==> config.mk <==
export PLATFORM = sky130hd
export DESIGN_NAME = bus86_top
export DESIGN_NICKNAME = d
export VERILOG_FILES = /design/src/logic/bus86_pkg.sv /design/src/logic/cpu_port.sv /design/src/logic/ctrl_regs.sv /design/src/logic/slot_arbiter.sv /design/src/logic/bus86_top.sv
export SDC_FILE = /design/constraint.sdc
export NUM_CORES = 1
export LEC_CHECK = 0
export ABC_AREA = 1
export BUFFER_PORTS_ARGS = -buffer_cell sky130_fd_sc_hd__buf_2
export CAP_MARGIN = 20
export CORE_MARGIN = 10
export CORE_UTILIZATION = 45
export CTS_BUF_LIST = sky130_fd_sc_hd__clkbuf_2 sky130_fd_sc_hd__clkbuf_4 sky130_fd_sc_hd__clkbuf_8
export DETAILED_ROUTE_END_ITERATION = 12
export PLACE_DENSITY = 0.76
export SLEW_MARGIN = 20
export SYNTH_ARGS = -nofsm -noshare
export SYNTH_HDL_FRONTEND = slang
export SYNTH_HIERARCHICAL = 1
export SYNTH_SLANG_ARGS = --single-unit
==> constraint.sdc <==
create_clock -name clk_6m -period 2.55 [get_ports clk_6m]
set_input_delay 0.1275 -clock clk_6m [delete_from_list [all_inputs] [get_ports clk_6m]]
set_output_delay 0.1275 -clock clk_6m [all_outputs]
set_load 0.02 [all_outputs]
==> src/logic/bus86_pkg.sv <==
package bus86_pkg;

	////////////////////////////////////////////////////////////////////////////
	// CPU and bus widths
	////////////////////////////////////////////////////////////////////////////

	typedef logic [15:0] cpu_addr_t;
	typedef logic [7:0]  cpu_data_t;

	// Shared video bus carries A12..A0 only
	typedef logic [12:0] bus_addr_t;

	// Program ROM window is 32K
	typedef logic [14:0] rom_addr_t;

	// Chip select on the shared bus
	typedef enum logic [2:0] {
		SEL_NONE    = 3'd0,
		SEL_SCROLL0 = 3'd1,
		SEL_SCROLL1 = 3'd2,
		SEL_OBJECT  = 3'd3,
		SEL_LATCH0  = 3'd4,
		SEL_LATCH1  = 3'd5
	} bus_sel_e;

	////////////////////////////////////////////////////////////////////////////
	// Local register window, 0x7000..0x7FFF
	////////////////////////////////////////////////////////////////////////////

	typedef logic [11:0] loc_ofs_t;

	// Master only
	localparam loc_ofs_t OFS_BANK      = 12'h000;
	localparam loc_ofs_t OFS_BACKCOLOR = 12'h400;

	// Both CPUs, clears the writer's vblank irq
	localparam loc_ofs_t OFS_IRQ_ACK   = 12'h800;

endpackage

==> src/logic/cpu_port.sv <==
`timescale 1ns/10ps

module cpu_port import bus86_pkg::*; (
	input  logic      clk_6m,
	input  logic      rst_n,

	input  logic      req_valid,
	output logic      req_ready,
	input  cpu_addr_t req_addr,
	input  logic      req_we,
	input  cpu_data_t req_wdata,
	output logic      resp_valid,
	output cpu_data_t resp_rdata,

	output logic      rom_en,
	output rom_addr_t rom_addr,
	input  cpu_data_t rom_data,

	output logic      sh_valid,
	output bus_addr_t sh_addr,
	output bus_sel_e  sh_sel,
	output logic      sh_we,
	output cpu_data_t sh_wdata,
	input  logic      sh_grant,
	input  logic      sh_rvalid,
	input  cpu_data_t sh_rdata,

	output logic      loc_access,
	output logic      loc_we,
	output loc_ofs_t  loc_ofs,
	output cpu_data_t loc_wdata,
	input  cpu_data_t loc_rdata
);

	typedef enum logic [2:0] {
		ST_IDLE,
		ST_LOC,
		ST_ROM0,
		ST_ROM1,
		ST_SH,
		ST_SH_RD
	} state_e;

	state_e    state;
	cpu_addr_t addr_q;
	logic      we_q;
	cpu_data_t wdata_q;

	// Memory map decode for the shared bus windows
	function automatic bus_sel_e decode_sel(input cpu_addr_t a);
		bus_sel_e sel;
		sel = SEL_NONE;
		if (a[15:13] == 3'd0)
			sel = SEL_SCROLL0;
		else if (a[15:13] == 3'd1)
			sel = SEL_SCROLL1;
		else if (a[15:13] == 3'd2)
			sel = SEL_OBJECT;
		else if (a[15:11] == 5'b01100)
			sel = SEL_LATCH0;
		else if (a[15:11] == 5'b01101)
			sel = SEL_LATCH1;
		return sel;
	endfunction

	// Region picks the first sequencer state
	function automatic state_e first_state(input cpu_addr_t a);
		state_e st;
		if (a[15])
			st = ST_ROM0;
		else if (a[15:12] == 4'h7)
			st = ST_LOC;
		else
			st = ST_SH;
		return st;
	endfunction

	// Held request
	always_ff @(posedge clk_6m) begin
		if (req_valid && req_ready) begin
			addr_q  <= req_addr;
			we_q    <= req_we;
			wdata_q <= req_wdata;
		end
	end

	////////////////////////////////////////////////////////////////////////////
	// Sequencer
	////////////////////////////////////////////////////////////////////////////

	always_ff @(posedge clk_6m or negedge rst_n) begin
		if (!rst_n) begin
			state      <= ST_IDLE;
			resp_valid <= 1'b0;
		end else begin
			resp_valid <= 1'b0;
			case (state)
				ST_IDLE:
					if (req_valid)
						state <= first_state(req_addr);
				ST_LOC, ST_ROM1: begin
					resp_valid <= 1'b1;
					state      <= ST_IDLE;
				end
				ST_ROM0:
					state <= ST_ROM1;
				ST_SH:
					if (sh_grant) begin
						// writes finish on the handshake itself
						if (we_q) begin
							resp_valid <= 1'b1;
							state      <= ST_IDLE;
						end else begin
							state <= ST_SH_RD;
						end
					end
				ST_SH_RD:
					if (sh_rvalid) begin
						resp_valid <= 1'b1;
						state      <= ST_IDLE;
					end
				default:
					state <= ST_IDLE;
			endcase
		end
	end

	// Response byte, writes answer 0
	always_ff @(posedge clk_6m) begin
		case (state)
			ST_LOC:   resp_rdata <= we_q ? '0 : loc_rdata;
			ST_ROM1:  resp_rdata <= we_q ? '0 : rom_data;
			ST_SH:    if (sh_grant) resp_rdata <= '0;
			ST_SH_RD: if (sh_rvalid) resp_rdata <= sh_rdata;
			default:  ;
		endcase
	end

	assign req_ready = (state == ST_IDLE);

	// ROM writes never reach the ROM
	assign rom_en   = (state == ST_ROM0) && !we_q;
	assign rom_addr = addr_q[14:0];

	assign sh_valid = (state == ST_SH);
	assign sh_addr  = addr_q[12:0];
	assign sh_sel   = decode_sel(addr_q);
	assign sh_we    = we_q;
	assign sh_wdata = wdata_q;

	assign loc_access = (state == ST_LOC);
	assign loc_we     = we_q;
	assign loc_ofs    = addr_q[11:0];
	assign loc_wdata  = wdata_q;

endmodule

==> src/logic/ctrl_regs.sv <==
`timescale 1ns/10ps

module ctrl_regs import bus86_pkg::*; (
	input  logic      clk_6m,
	input  logic      rst_n,
	input  logic      vblank_n,

	input  logic      m_loc_access,
	input  logic      m_loc_we,
	input  loc_ofs_t  m_loc_ofs,
	input  cpu_data_t m_loc_wdata,
	output cpu_data_t m_loc_rdata,

	input  logic      s_loc_access,
	input  logic      s_loc_we,
	input  loc_ofs_t  s_loc_ofs,
	input  cpu_data_t s_loc_wdata,
	output cpu_data_t s_loc_rdata,

	output logic      rom_bank,
	output cpu_data_t backcolor,
	output logic      irq_m,
	output logic      irq_s
);

	logic vblank_q;
	logic vblank_fall;
	logic m_wr;
	logic s_wr;
	logic m_ack;
	logic s_ack;

	assign vblank_fall = vblank_q && !vblank_n;

	assign m_wr  = m_loc_access && m_loc_we;
	assign s_wr  = s_loc_access && s_loc_we;
	assign m_ack = m_wr && (m_loc_ofs == OFS_IRQ_ACK);
	assign s_ack = s_wr && (s_loc_ofs == OFS_IRQ_ACK);

	always_ff @(posedge clk_6m or negedge rst_n) begin
		if (!rst_n) begin
			vblank_q  <= 1'b1;
			rom_bank  <= 1'b0;
			backcolor <= '0;
			irq_m     <= 1'b0;
			irq_s     <= 1'b0;
		end else begin
			vblank_q <= vblank_n;

			// Bank and back colour respond to the master only
			if (m_wr && m_loc_ofs == OFS_BANK)
				rom_bank <= m_loc_wdata[0];
			if (m_wr && m_loc_ofs == OFS_BACKCOLOR)
				backcolor <= m_loc_wdata;

			// A new vblank wins over an ack in the same cycle
			if (vblank_fall)
				irq_m <= 1'b1;
			else if (m_ack)
				irq_m <= 1'b0;
			if (vblank_fall)
				irq_s <= 1'b1;
			else if (s_ack)
				irq_s <= 1'b0;
		end
	end

	always_comb begin
		m_loc_rdata = '0;
		if (m_loc_access && !m_loc_we) begin
			if (m_loc_ofs == OFS_BANK)
				m_loc_rdata = {7'd0, rom_bank};
			else if (m_loc_ofs == OFS_BACKCOLOR)
				m_loc_rdata = backcolor;
		end
	end

	// Nothing readable on the sub side
	assign s_loc_rdata = '0;

endmodule

==> src/logic/slot_arbiter.sv <==
`timescale 1ns/10ps

module slot_arbiter import bus86_pkg::*; (
	input  logic      clk_6m,
	input  logic      rst_n,

	input  logic      m_sh_valid,
	input  bus_addr_t m_sh_addr,
	input  bus_sel_e  m_sh_sel,
	input  logic      m_sh_we,
	input  cpu_data_t m_sh_wdata,
	output logic      m_sh_grant,
	output logic      m_sh_rvalid,
	output cpu_data_t m_sh_rdata,

	input  logic      s_sh_valid,
	input  bus_addr_t s_sh_addr,
	input  bus_sel_e  s_sh_sel,
	input  logic      s_sh_we,
	input  cpu_data_t s_sh_wdata,
	output logic      s_sh_grant,
	output logic      s_sh_rvalid,
	output cpu_data_t s_sh_rdata,

	output logic      bus_valid,
	input  logic      bus_ready,
	output bus_addr_t bus_addr,
	output bus_sel_e  bus_sel,
	output logic      bus_we,
	output cpu_data_t bus_wdata,
	output logic      bus_cpu,
	input  cpu_data_t bus_rdata
);

	// 2H phase, 0 is the master's slot
	logic slot;
	logic handshake;
	logic rd_pend;
	logic rd_cpu;

	always_ff @(posedge clk_6m or negedge rst_n) begin
		if (!rst_n)
			slot <= 1'b0;
		else
			slot <= !slot;
	end

	////////////////////////////////////////////////////////////////////////////
	// Bus drive from the slot owner
	////////////////////////////////////////////////////////////////////////////

	assign bus_cpu   = slot;
	assign bus_valid = slot ? s_sh_valid : m_sh_valid;
	assign bus_addr  = slot ? s_sh_addr : m_sh_addr;
	assign bus_sel   = !bus_valid ? SEL_NONE : (slot ? s_sh_sel : m_sh_sel);
	assign bus_we    = bus_valid && (slot ? s_sh_we : m_sh_we);
	assign bus_wdata = slot ? s_sh_wdata : m_sh_wdata;

	assign handshake  = bus_valid && bus_ready;
	assign m_sh_grant = handshake && !slot;
	assign s_sh_grant = handshake && slot;

	// Read return, data arrives the cycle after the handshake
	always_ff @(posedge clk_6m or negedge rst_n) begin
		if (!rst_n) begin
			rd_pend     <= 1'b0;
			rd_cpu      <= 1'b0;
			m_sh_rvalid <= 1'b0;
			s_sh_rvalid <= 1'b0;
		end else begin
			rd_pend     <= handshake && !bus_we;
			rd_cpu      <= slot;
			m_sh_rvalid <= rd_pend && !rd_cpu;
			s_sh_rvalid <= rd_pend && rd_cpu;
		end
	end

	always_ff @(posedge clk_6m) begin
		if (rd_pend && !rd_cpu)
			m_sh_rdata <= bus_rdata;
		if (rd_pend && rd_cpu)
			s_sh_rdata <= bus_rdata;
	end

endmodule

==> src/logic/bus86_top.sv <==
`timescale 1ns/10ps

module bus86_top import bus86_pkg::*; (
	input  logic      clk_6m,
	input  logic      rst_n,
	input  logic      vblank_n,

	// Master CPU
	input  logic      m_req_valid,
	output logic      m_req_ready,
	input  cpu_addr_t m_req_addr,
	input  logic      m_req_we,
	input  cpu_data_t m_req_wdata,
	output logic      m_resp_valid,
	output cpu_data_t m_resp_rdata,

	// Sub CPU
	input  logic      s_req_valid,
	output logic      s_req_ready,
	input  cpu_addr_t s_req_addr,
	input  logic      s_req_we,
	input  cpu_data_t s_req_wdata,
	output logic      s_resp_valid,
	output cpu_data_t s_resp_rdata,

	// Program ROMs
	output logic      mrom_en,
	output rom_addr_t mrom_addr,
	output logic      mrom_bank,
	input  cpu_data_t mrom_data,
	output logic      srom_en,
	output rom_addr_t srom_addr,
	input  cpu_data_t srom_data,

	// Shared video bus
	output logic      bus_valid,
	input  logic      bus_ready,
	output bus_addr_t bus_addr,
	output bus_sel_e  bus_sel,
	output logic      bus_we,
	output cpu_data_t bus_wdata,
	output logic      bus_cpu,
	input  cpu_data_t bus_rdata,

	output logic      irq_m,
	output logic      irq_s,
	output cpu_data_t backcolor
);

	logic      m_sh_valid;
	bus_addr_t m_sh_addr;
	bus_sel_e  m_sh_sel;
	logic      m_sh_we;
	cpu_data_t m_sh_wdata;
	logic      m_sh_grant;
	logic      m_sh_rvalid;
	cpu_data_t m_sh_rdata;
	logic      m_loc_access;
	logic      m_loc_we;
	loc_ofs_t  m_loc_ofs;
	cpu_data_t m_loc_wdata;
	cpu_data_t m_loc_rdata;

	logic      s_sh_valid;
	bus_addr_t s_sh_addr;
	bus_sel_e  s_sh_sel;
	logic      s_sh_we;
	cpu_data_t s_sh_wdata;
	logic      s_sh_grant;
	logic      s_sh_rvalid;
	cpu_data_t s_sh_rdata;
	logic      s_loc_access;
	logic      s_loc_we;
	loc_ofs_t  s_loc_ofs;
	cpu_data_t s_loc_wdata;
	cpu_data_t s_loc_rdata;

	cpu_port port_m (
		.clk_6m(clk_6m), .rst_n(rst_n),
		.req_valid(m_req_valid), .req_ready(m_req_ready), .req_addr(m_req_addr),
		.req_we(m_req_we), .req_wdata(m_req_wdata),
		.resp_valid(m_resp_valid), .resp_rdata(m_resp_rdata),
		.rom_en(mrom_en), .rom_addr(mrom_addr), .rom_data(mrom_data),
		.sh_valid(m_sh_valid), .sh_addr(m_sh_addr), .sh_sel(m_sh_sel),
		.sh_we(m_sh_we), .sh_wdata(m_sh_wdata), .sh_grant(m_sh_grant),
		.sh_rvalid(m_sh_rvalid), .sh_rdata(m_sh_rdata),
		.loc_access(m_loc_access), .loc_we(m_loc_we), .loc_ofs(m_loc_ofs),
		.loc_wdata(m_loc_wdata), .loc_rdata(m_loc_rdata)
	);

	cpu_port port_s (
		.clk_6m(clk_6m), .rst_n(rst_n),
		.req_valid(s_req_valid), .req_ready(s_req_ready), .req_addr(s_req_addr),
		.req_we(s_req_we), .req_wdata(s_req_wdata),
		.resp_valid(s_resp_valid), .resp_rdata(s_resp_rdata),
		.rom_en(srom_en), .rom_addr(srom_addr), .rom_data(srom_data),
		.sh_valid(s_sh_valid), .sh_addr(s_sh_addr), .sh_sel(s_sh_sel),
		.sh_we(s_sh_we), .sh_wdata(s_sh_wdata), .sh_grant(s_sh_grant),
		.sh_rvalid(s_sh_rvalid), .sh_rdata(s_sh_rdata),
		.loc_access(s_loc_access), .loc_we(s_loc_we), .loc_ofs(s_loc_ofs),
		.loc_wdata(s_loc_wdata), .loc_rdata(s_loc_rdata)
	);

	// Bank bit goes straight to the master ROM
	ctrl_regs regs0 (
		.clk_6m(clk_6m), .rst_n(rst_n), .vblank_n(vblank_n),
		.m_loc_access(m_loc_access), .m_loc_we(m_loc_we), .m_loc_ofs(m_loc_ofs),
		.m_loc_wdata(m_loc_wdata), .m_loc_rdata(m_loc_rdata),
		.s_loc_access(s_loc_access), .s_loc_we(s_loc_we), .s_loc_ofs(s_loc_ofs),
		.s_loc_wdata(s_loc_wdata), .s_loc_rdata(s_loc_rdata),
		.rom_bank(mrom_bank), .backcolor(backcolor),
		.irq_m(irq_m), .irq_s(irq_s)
	);

	slot_arbiter arb0 (
		.clk_6m(clk_6m), .rst_n(rst_n),
		.m_sh_valid(m_sh_valid), .m_sh_addr(m_sh_addr), .m_sh_sel(m_sh_sel),
		.m_sh_we(m_sh_we), .m_sh_wdata(m_sh_wdata), .m_sh_grant(m_sh_grant),
		.m_sh_rvalid(m_sh_rvalid), .m_sh_rdata(m_sh_rdata),
		.s_sh_valid(s_sh_valid), .s_sh_addr(s_sh_addr), .s_sh_sel(s_sh_sel),
		.s_sh_we(s_sh_we), .s_sh_wdata(s_sh_wdata), .s_sh_grant(s_sh_grant),
		.s_sh_rvalid(s_sh_rvalid), .s_sh_rdata(s_sh_rdata),
		.bus_valid(bus_valid), .bus_ready(bus_ready), .bus_addr(bus_addr),
		.bus_sel(bus_sel), .bus_we(bus_we), .bus_wdata(bus_wdata),
		.bus_cpu(bus_cpu), .bus_rdata(bus_rdata)
	);

endmodule

Word-level counts from Yosys, hierarchy flattened
Cells that the tools add are included.
{"block": "classes", "mul": 0, "n_mux": 54, "n_div": 0, "n_bitwise": 0, "eq_ne": 29, "magnitude_cmp": 0, "n_reduce_logical": 40, "n_addsub": 0, "shift": 0}
{"op": "two-way mux 8 bit", "count": 11}
{"op": "two-way mux 3 bit", "count": 24}
{"op": "case mux 8 bit (4 select lines)", "count": 2}
{"op": "equality test 12 bit (second input constant)", "count": 2}
{"op": "case mux 3 bit (4 select lines)", "count": 2}
{"op": "equality test 5 x 4 -> 1 bit (second input constant)", "count": 4}
{"op": "logical AND 1 bit", "count": 19}
{"op": "equality test 3 x 2 -> 1 bit (second input constant)", "count": 6}
{"op": "two-way mux 13 bit", "count": 1}
{"op": "equality test 12 x 11 -> 1 bit (second input constant)", "count": 1}
{"op": "equality test 3 x 1 -> 1 bit (second input constant)", "count": 4}
{"op": "equality test 3 bit (second input constant)", "count": 4}
{"op": "logical NOT 12 bit", "count": 1}
{"op": "logical NOT 3 bit", "count": 4}
{"op": "two-way mux 1 bit", "count": 12}
{"op": "AND reduction 3 bit", "count": 4}
{"op": "equality test 4 x 3 -> 1 bit (second input constant)", "count": 2}
{"op": "inequality test 2 bit (second input constant)", "count": 4}
{"op": "nonzero test 4 bit", "count": 2}
{"op": "logical NOT 1 bit", "count": 6}
{"op": "case mux 1 bit (3 select lines)", "count": 2}
{"op": "inequality test 2 x 1 -> 1 bit (second input constant)", "count": 2}
{"op": "nonzero test 2 bit", "count": 2}
{"op": "OR reduction 2 bit", "count": 2}
{"block": "word_totals", "inputBits": 80, "latchBits": 0, "rom_bits": 0, "n_memories": 0, "output_inout_bits": 90, "word_cells": 147, "reg_bits": 107, "ram_bits": 0}

Longest topological paths before layout
{"block": "logic_depth", "depth_word": 8, "mapped_depth": 13, "depth_no_buf": 13}

Hierarchy
Netlist, hierarchy kept.
{"module": "cpu_port", "area_each_um2": 1854.3, "n_inst": 2, "cells_per_inst": 174, "seq_area_each_um2": 1091.0}
{"module": "slot_arbiter", "area_each_um2": 1076.0, "n_inst": 1, "cells_per_inst": 123, "seq_area_each_um2": 605.6}
{"module": "ctrl_regs", "area_each_um2": 805.8, "n_inst": 1, "cells_per_inst": 112, "seq_area_each_um2": 301.5}

Worst setup path after synthesis
Ideal clock, no wire load.
{"block": "synth_path", "path_kind": "register to register", "startpoint": "register port_m.state[0]", "endpoint": "register port_m.addr_q[0], enable pin", "t_required_ns": 2.143, "n_path_buf": 1, "period_less_slack_ns": 2.217, "setup_time_ns": 0.407, "t_arrival_ns": 1.810, "slack_ns": 0.333, "path_stages_with_launch": 5, "cell_sequence": "dfrtp_1 -> buf_4 -> nor2_1 -> nand2_1 -> nor2_1"}
{"block": "synth_via", "elab_chain_cells": 2}
{"item": "start, declared", "line_no": "cpu_port.sv:44", "text": "state_e state;"}
{"item": "start signal, assigned", "line_no": "cpu_port.sv:100", "text": "state <= first_state(req_addr);"}
{"item": "logical NOT 3 bit", "line_no": "cpu_port.sv:139", "text": "assign req_ready = (state == ST_IDLE);"}
{"item": "logical AND 1 bit", "line_no": "cpu_port.sv:80", "text": "if (req_valid && req_ready) begin"}
{"item": "end signal, assigned", "line_no": "cpu_port.sv:81", "text": "addr_q <= req_addr;"}
{"item": "end, declared", "line_no": "cpu_port.sv:45", "text": "cpu_addr_t addr_q;"}
Every way passes these cells.
A chain may end at the register's enable or synchronous reset.

Worst setup path in the final report
{"block": "layout_path", "startpoint": "register port_m.state[1]", "endpoint": "output port bus_we"}
{"block": "layout_via", "elab_chain_cells": 3}
{"item": "equality test 3 bit", "line_no": "cpu_port.sv:145", "text": "assign sh_valid = (state == ST_SH);"}
{"item": "named net m_sh_valid", "line_no": "bus86_top.sv:50", "text": "logic m_sh_valid;"}
{"item": "two-way mux 1 bit", "line_no": "slot_arbiter.sv:53", "text": "assign bus_valid = slot ? s_sh_valid : m_sh_valid;"}
{"item": "logical AND 1 bit", "line_no": "slot_arbiter.sv:56", "text": "assign bus_we = bus_valid && (slot ? s_sh_we : m_sh_we);"}
{"item": "end, declared", "line_no": "bus86_top.sv:40", "text": "output logic bus_we,"}
The timed path passes the listed nets, and every way through them passes these cells.

==> results.json <==
{
  "post-place-ws_ps": 476,
  "power.switching_uw": 696,
  "drive_gt1_share_pct": 31.0,
  "peakVddDrop_mv": 0.417,
  "setup_slack_ps": 406,
  "dp_hpwl_um": 10800,
  "path_cells": "inv_2 > nand2_1 > nor2_1 > inv_2 > o21ai_1 > and2_1 > buf_2",
  "synth_ff_type": "edfxtp_1",
  "clk_latency_ps": 390,
  "ant_nets": 0,
  "wl_um": 14400,
  "sw_frac_of_total_pct": 22.8,
  "area_growth_pct": 18.4,
  "p_int_uw": 2360,
  "vias": 4166,
  "grt_pass1_wl_um": 22600,
  "antenna_found_initial": 1,
  "finClkSkew_ps": 11.6,
  "die_x_um": 131,
  "critPathLaunchType": "flip-flop",
  "grt_max_degree": 29,
  "powerDensity_nw_per_um2": 462,
  "leakage_uw": 0.00301,
  "path_delay_family": "simple AND/OR/NAND/NOR gates",
  "fin_crit_ps": 2140,
  "top_layer": "met4",
  "grt_pass1_vias": 4323,
  "power.total_uw": 3060,
  "status": "complete, no violations",
  "finalSetupTns_ps": 0,
  "firstDrtPassIters": 5,
  "synth_cell_type_count": 31,
  "path_clk_slew_ps": 110,
  "syn_area_sq_um": 5590,
  "cpPeakStageDelay_ps": 470,
  "ys_warn_count": 6,
  "avgSynthCellArea_sq_um": 9.59,
  "core_area_sq_um": 12100,
  "ys_async_sr_fraction_pct": 23.4,
  "cts_root_buf": "clkbuf_8",
  "cp_data_required_time_ps": 2420,
  "hold_viol_final": 0,
  "drt-met1-wl_um": 6170,
  "crit_type": "reg2out",
  "gp_congestion": 0.870,
  "num-fill-cells": 1091,
  "met3_length_um": 933,
  "rsz0062_at_grt": "false",
  "initial_utilization_pct": 46.2,
  "globalRouteOverflowTotal": 0,
  "htree_num_levels": 3,
  "period_share_pct": 84.1,
  "cts_buffers": 9,
  "clockBufferDepth": 2,
  "clock_power_share_pct": 33.5,
  "cpMaxStageDelayCell": "dfrtp_1",
  "synth-seq-cells": 107,
  "ioPinCount": 170,
  "slew_headroom_pct": 53.6,
  "drv_slew": 0,
  "crit_fanout": 7,
  "die_area_sq_um": 17300,
  "hp-class": "in2reg",
  "synth_edf_count": 82,
  "dieHeight_um": 131,
  "track_usage_pct": 16.2,
  "wl_per_cell_um": 16.1,
  "hold_ws_ps": 22.5,
  "cts_setup_buffers": 0,
  "viasPerCell": 4.66,
  "finalSetupViolations": 0,
  "met2_length_um": 6900,
  "cp_common_cell": "inv_2",
  "critPathArrivalTime_ps": 2020,
  "worst_pin_slew_ps": 694,
  "cts_tree": "done",
  "portBuffers": 169,
  "crit_buf_inv": 3,
  "ys_seq_area_share_pct": 55.3,
  "postSynthCellCount": 583,
  "drt-initial-drc-count": 344,
  "rows": 40,
  "cts_sinks": 107,
  "seq_power_share_pct": 61.3,
  "cap_violations": 0,
  "cp-end-kind": "output pin",
  "final_nets": 800,
  "comb_power_share_pct": 5.2,
  "drcViolationCount": 0,
  "timing.fmax_mhz": 466
}
-- final timing paths --
check                      slack, ps                        endpoint                        start  depth (start not counted)
max in group asynchronous       1870         regs0/irq_s$_DFFE_PN0P_                        rst_n                          2
max reg2reg                      430  port_m/resp_rdata[4]$_DFFE_PP_  port_s/state[1]$_DFFE_PN0P_                         12
min in group asynchronous        270     port_s/resp_valid$_DFF_PN0_                        rst_n                          2
min reg2reg                      490         regs0/irq_s$_DFFE_PN0P_      regs0/irq_s$_DFFE_PN0P_                          2
max                              410                          bus_we  port_m/state[1]$_DFFE_PN0P_                          7
min                               20  port_s/resp_rdata[3]$_DFFE_PP_                 srom_data[3]                          3
-- power by group through the flow --
stage / combinational [uW] / sequential, uW / clock (uW)
floorplan: 14.1 / 1910 / 0
global placement: 76.9 / 1910 / 0
detailed placement: 79.8 / 1910 / 0
CTS: 155 / 1870 / 1050
global route: 173 / 1870 / 1120
finish: 158 / 1870 / 1020
-- flip-flops by register name (all words and copies together) (netlist names), 3 cells and up --
signal and count:
port_s/state 3, port_m/loc_wdata 8, arb0/m_sh_rdata 8, arb0/s_sh_rdata 8, port_s/loc_wdata 8, port_m/state 3, port_m/addr_q 16, port_m/resp_rdata 8
port_s/resp_rdata 8, regs0/backcolor 8, port_s/addr_q 16
-- per-stage QoR --
| step | cells | cell area, sq um | util (%) |
|---|---|---|---|
| floorplan | 590 | 5620 | - |
| global placement | 815 | 5800 | 47.9 |
| detailed placement | 815 | 5800 | 47.9 |
| CTS | 893 | 6620 | 54.6 |
| global route | 894 | 6620 | 54.6 |
| finish | 894 | 6620 | 54.6 |
-- final cells by class --
class / instances / area (sq um) / area share, %
Inverter: 44 / 173 / 2.61
Clock inverter: 7 / 67.6 / 1.02
Clock buffer: 9 / 124 / 1.87
Antenna cell: 1 / 2.50 / 0.0378
Multi-Input combinational cell: 322 / 1450 / 21.9
Timing Repair Buffer: 236 / 1500 / 22.7
Tap cell: 168 / 210 / 3.18
Sequential cell: 107 / 3090 / 46.7
-- logic make-up after synthesis --
family / after synthesis / synth area share, %
DFF: 107 / 55.3
AOI/OAI and AO/OA: 21 / 2.51
and+or+nand+nor: 293 / 22.8
other: 1 / 0.0671
buffers and inverters: 161 / 19.4
-- Yosys cell counts (all sizes together) (3+ instances only) --
cell type	instances	area share, %
a21oi	3	0.27
nand3	52	5.0
nor2	50	3.7
and2	4	0.58
dfrtp	24	11
edfxtp	82	44
nor3	5	0.45
nand2	177	12
inv	42	3.0
buf	117	16
o21ai	16	2.0
-- worst register-to-register path, stage by stage (launching register included) --
cell     delay (ps)
dfrtp_1         470
inv_2           130
nand2_1         100
nor2_1          190
inv_1            60
nand2_1          70
nand3_2         100
nor2_1          140
inv_1            60
nand3_1          70
nand2_1         110
a21oi_1         150
buf_4           190
-- layer usage --
metal | global-route usage [%] | vias to the layer above
li1 | - | 2037
met1 | 19.6 | 1930
met2 | 26.1 | 173
met3 | 4.57 | 26
met4 | 7.85 | 0
met5 | 0 | -
-- layout by cell type, fill, tap and decap left out, types with 2 or more instances in the layout --
| master | synthesis | routed |
|---|---|---|
| a21oi_1 | 3 | 3 |
| and2_4 | 3 | 3 |
| buf_2 | 0 | 169 |
| buf_4 | 109 | 5 |
| clkbuf_8 | 0 | 9 |
| clkinv_1 | 2 | 2 |
| conb_1 | 1 | 8 |
| dfrtp_1 | 24 | 24 |
| dlygate4sd3_1 | 0 | 62 |
| edfxtp_1 | 82 | 82 |
| inv_1 | 37 | 37 |
| inv_2 | 4 | 4 |
| inv_6 | 0 | 3 |
| inv_8 | 1 | 2 |
| nand2_1 | 168 | 168 |
| nand2_2 | 7 | 7 |
| nand2_4 | 2 | 2 |
| nand3_1 | 50 | 50 |
| nand4_1 | 2 | 2 |
| nor2_1 | 45 | 43 |
| nor2_2 | 4 | 6 |
| nor3_1 | 5 | 5 |
| nor3b_1 | 2 | 2 |
| o211ai_1 | 2 | 2 |
| o21ai_0 | 7 | 7 |
| o21ai_2 | 8 | 8 |
-- repair_timing --
| action | in CTS | in global routing |
|---|---|---|
| setup endpoints to repair | 0 | 0 |
| hold buffers | 62 | 0 |
| hold endpoints to repair | 94 | 0 |
| gates resized for setup | 0 | 0 |
Power figures use the tool's default switching activity.
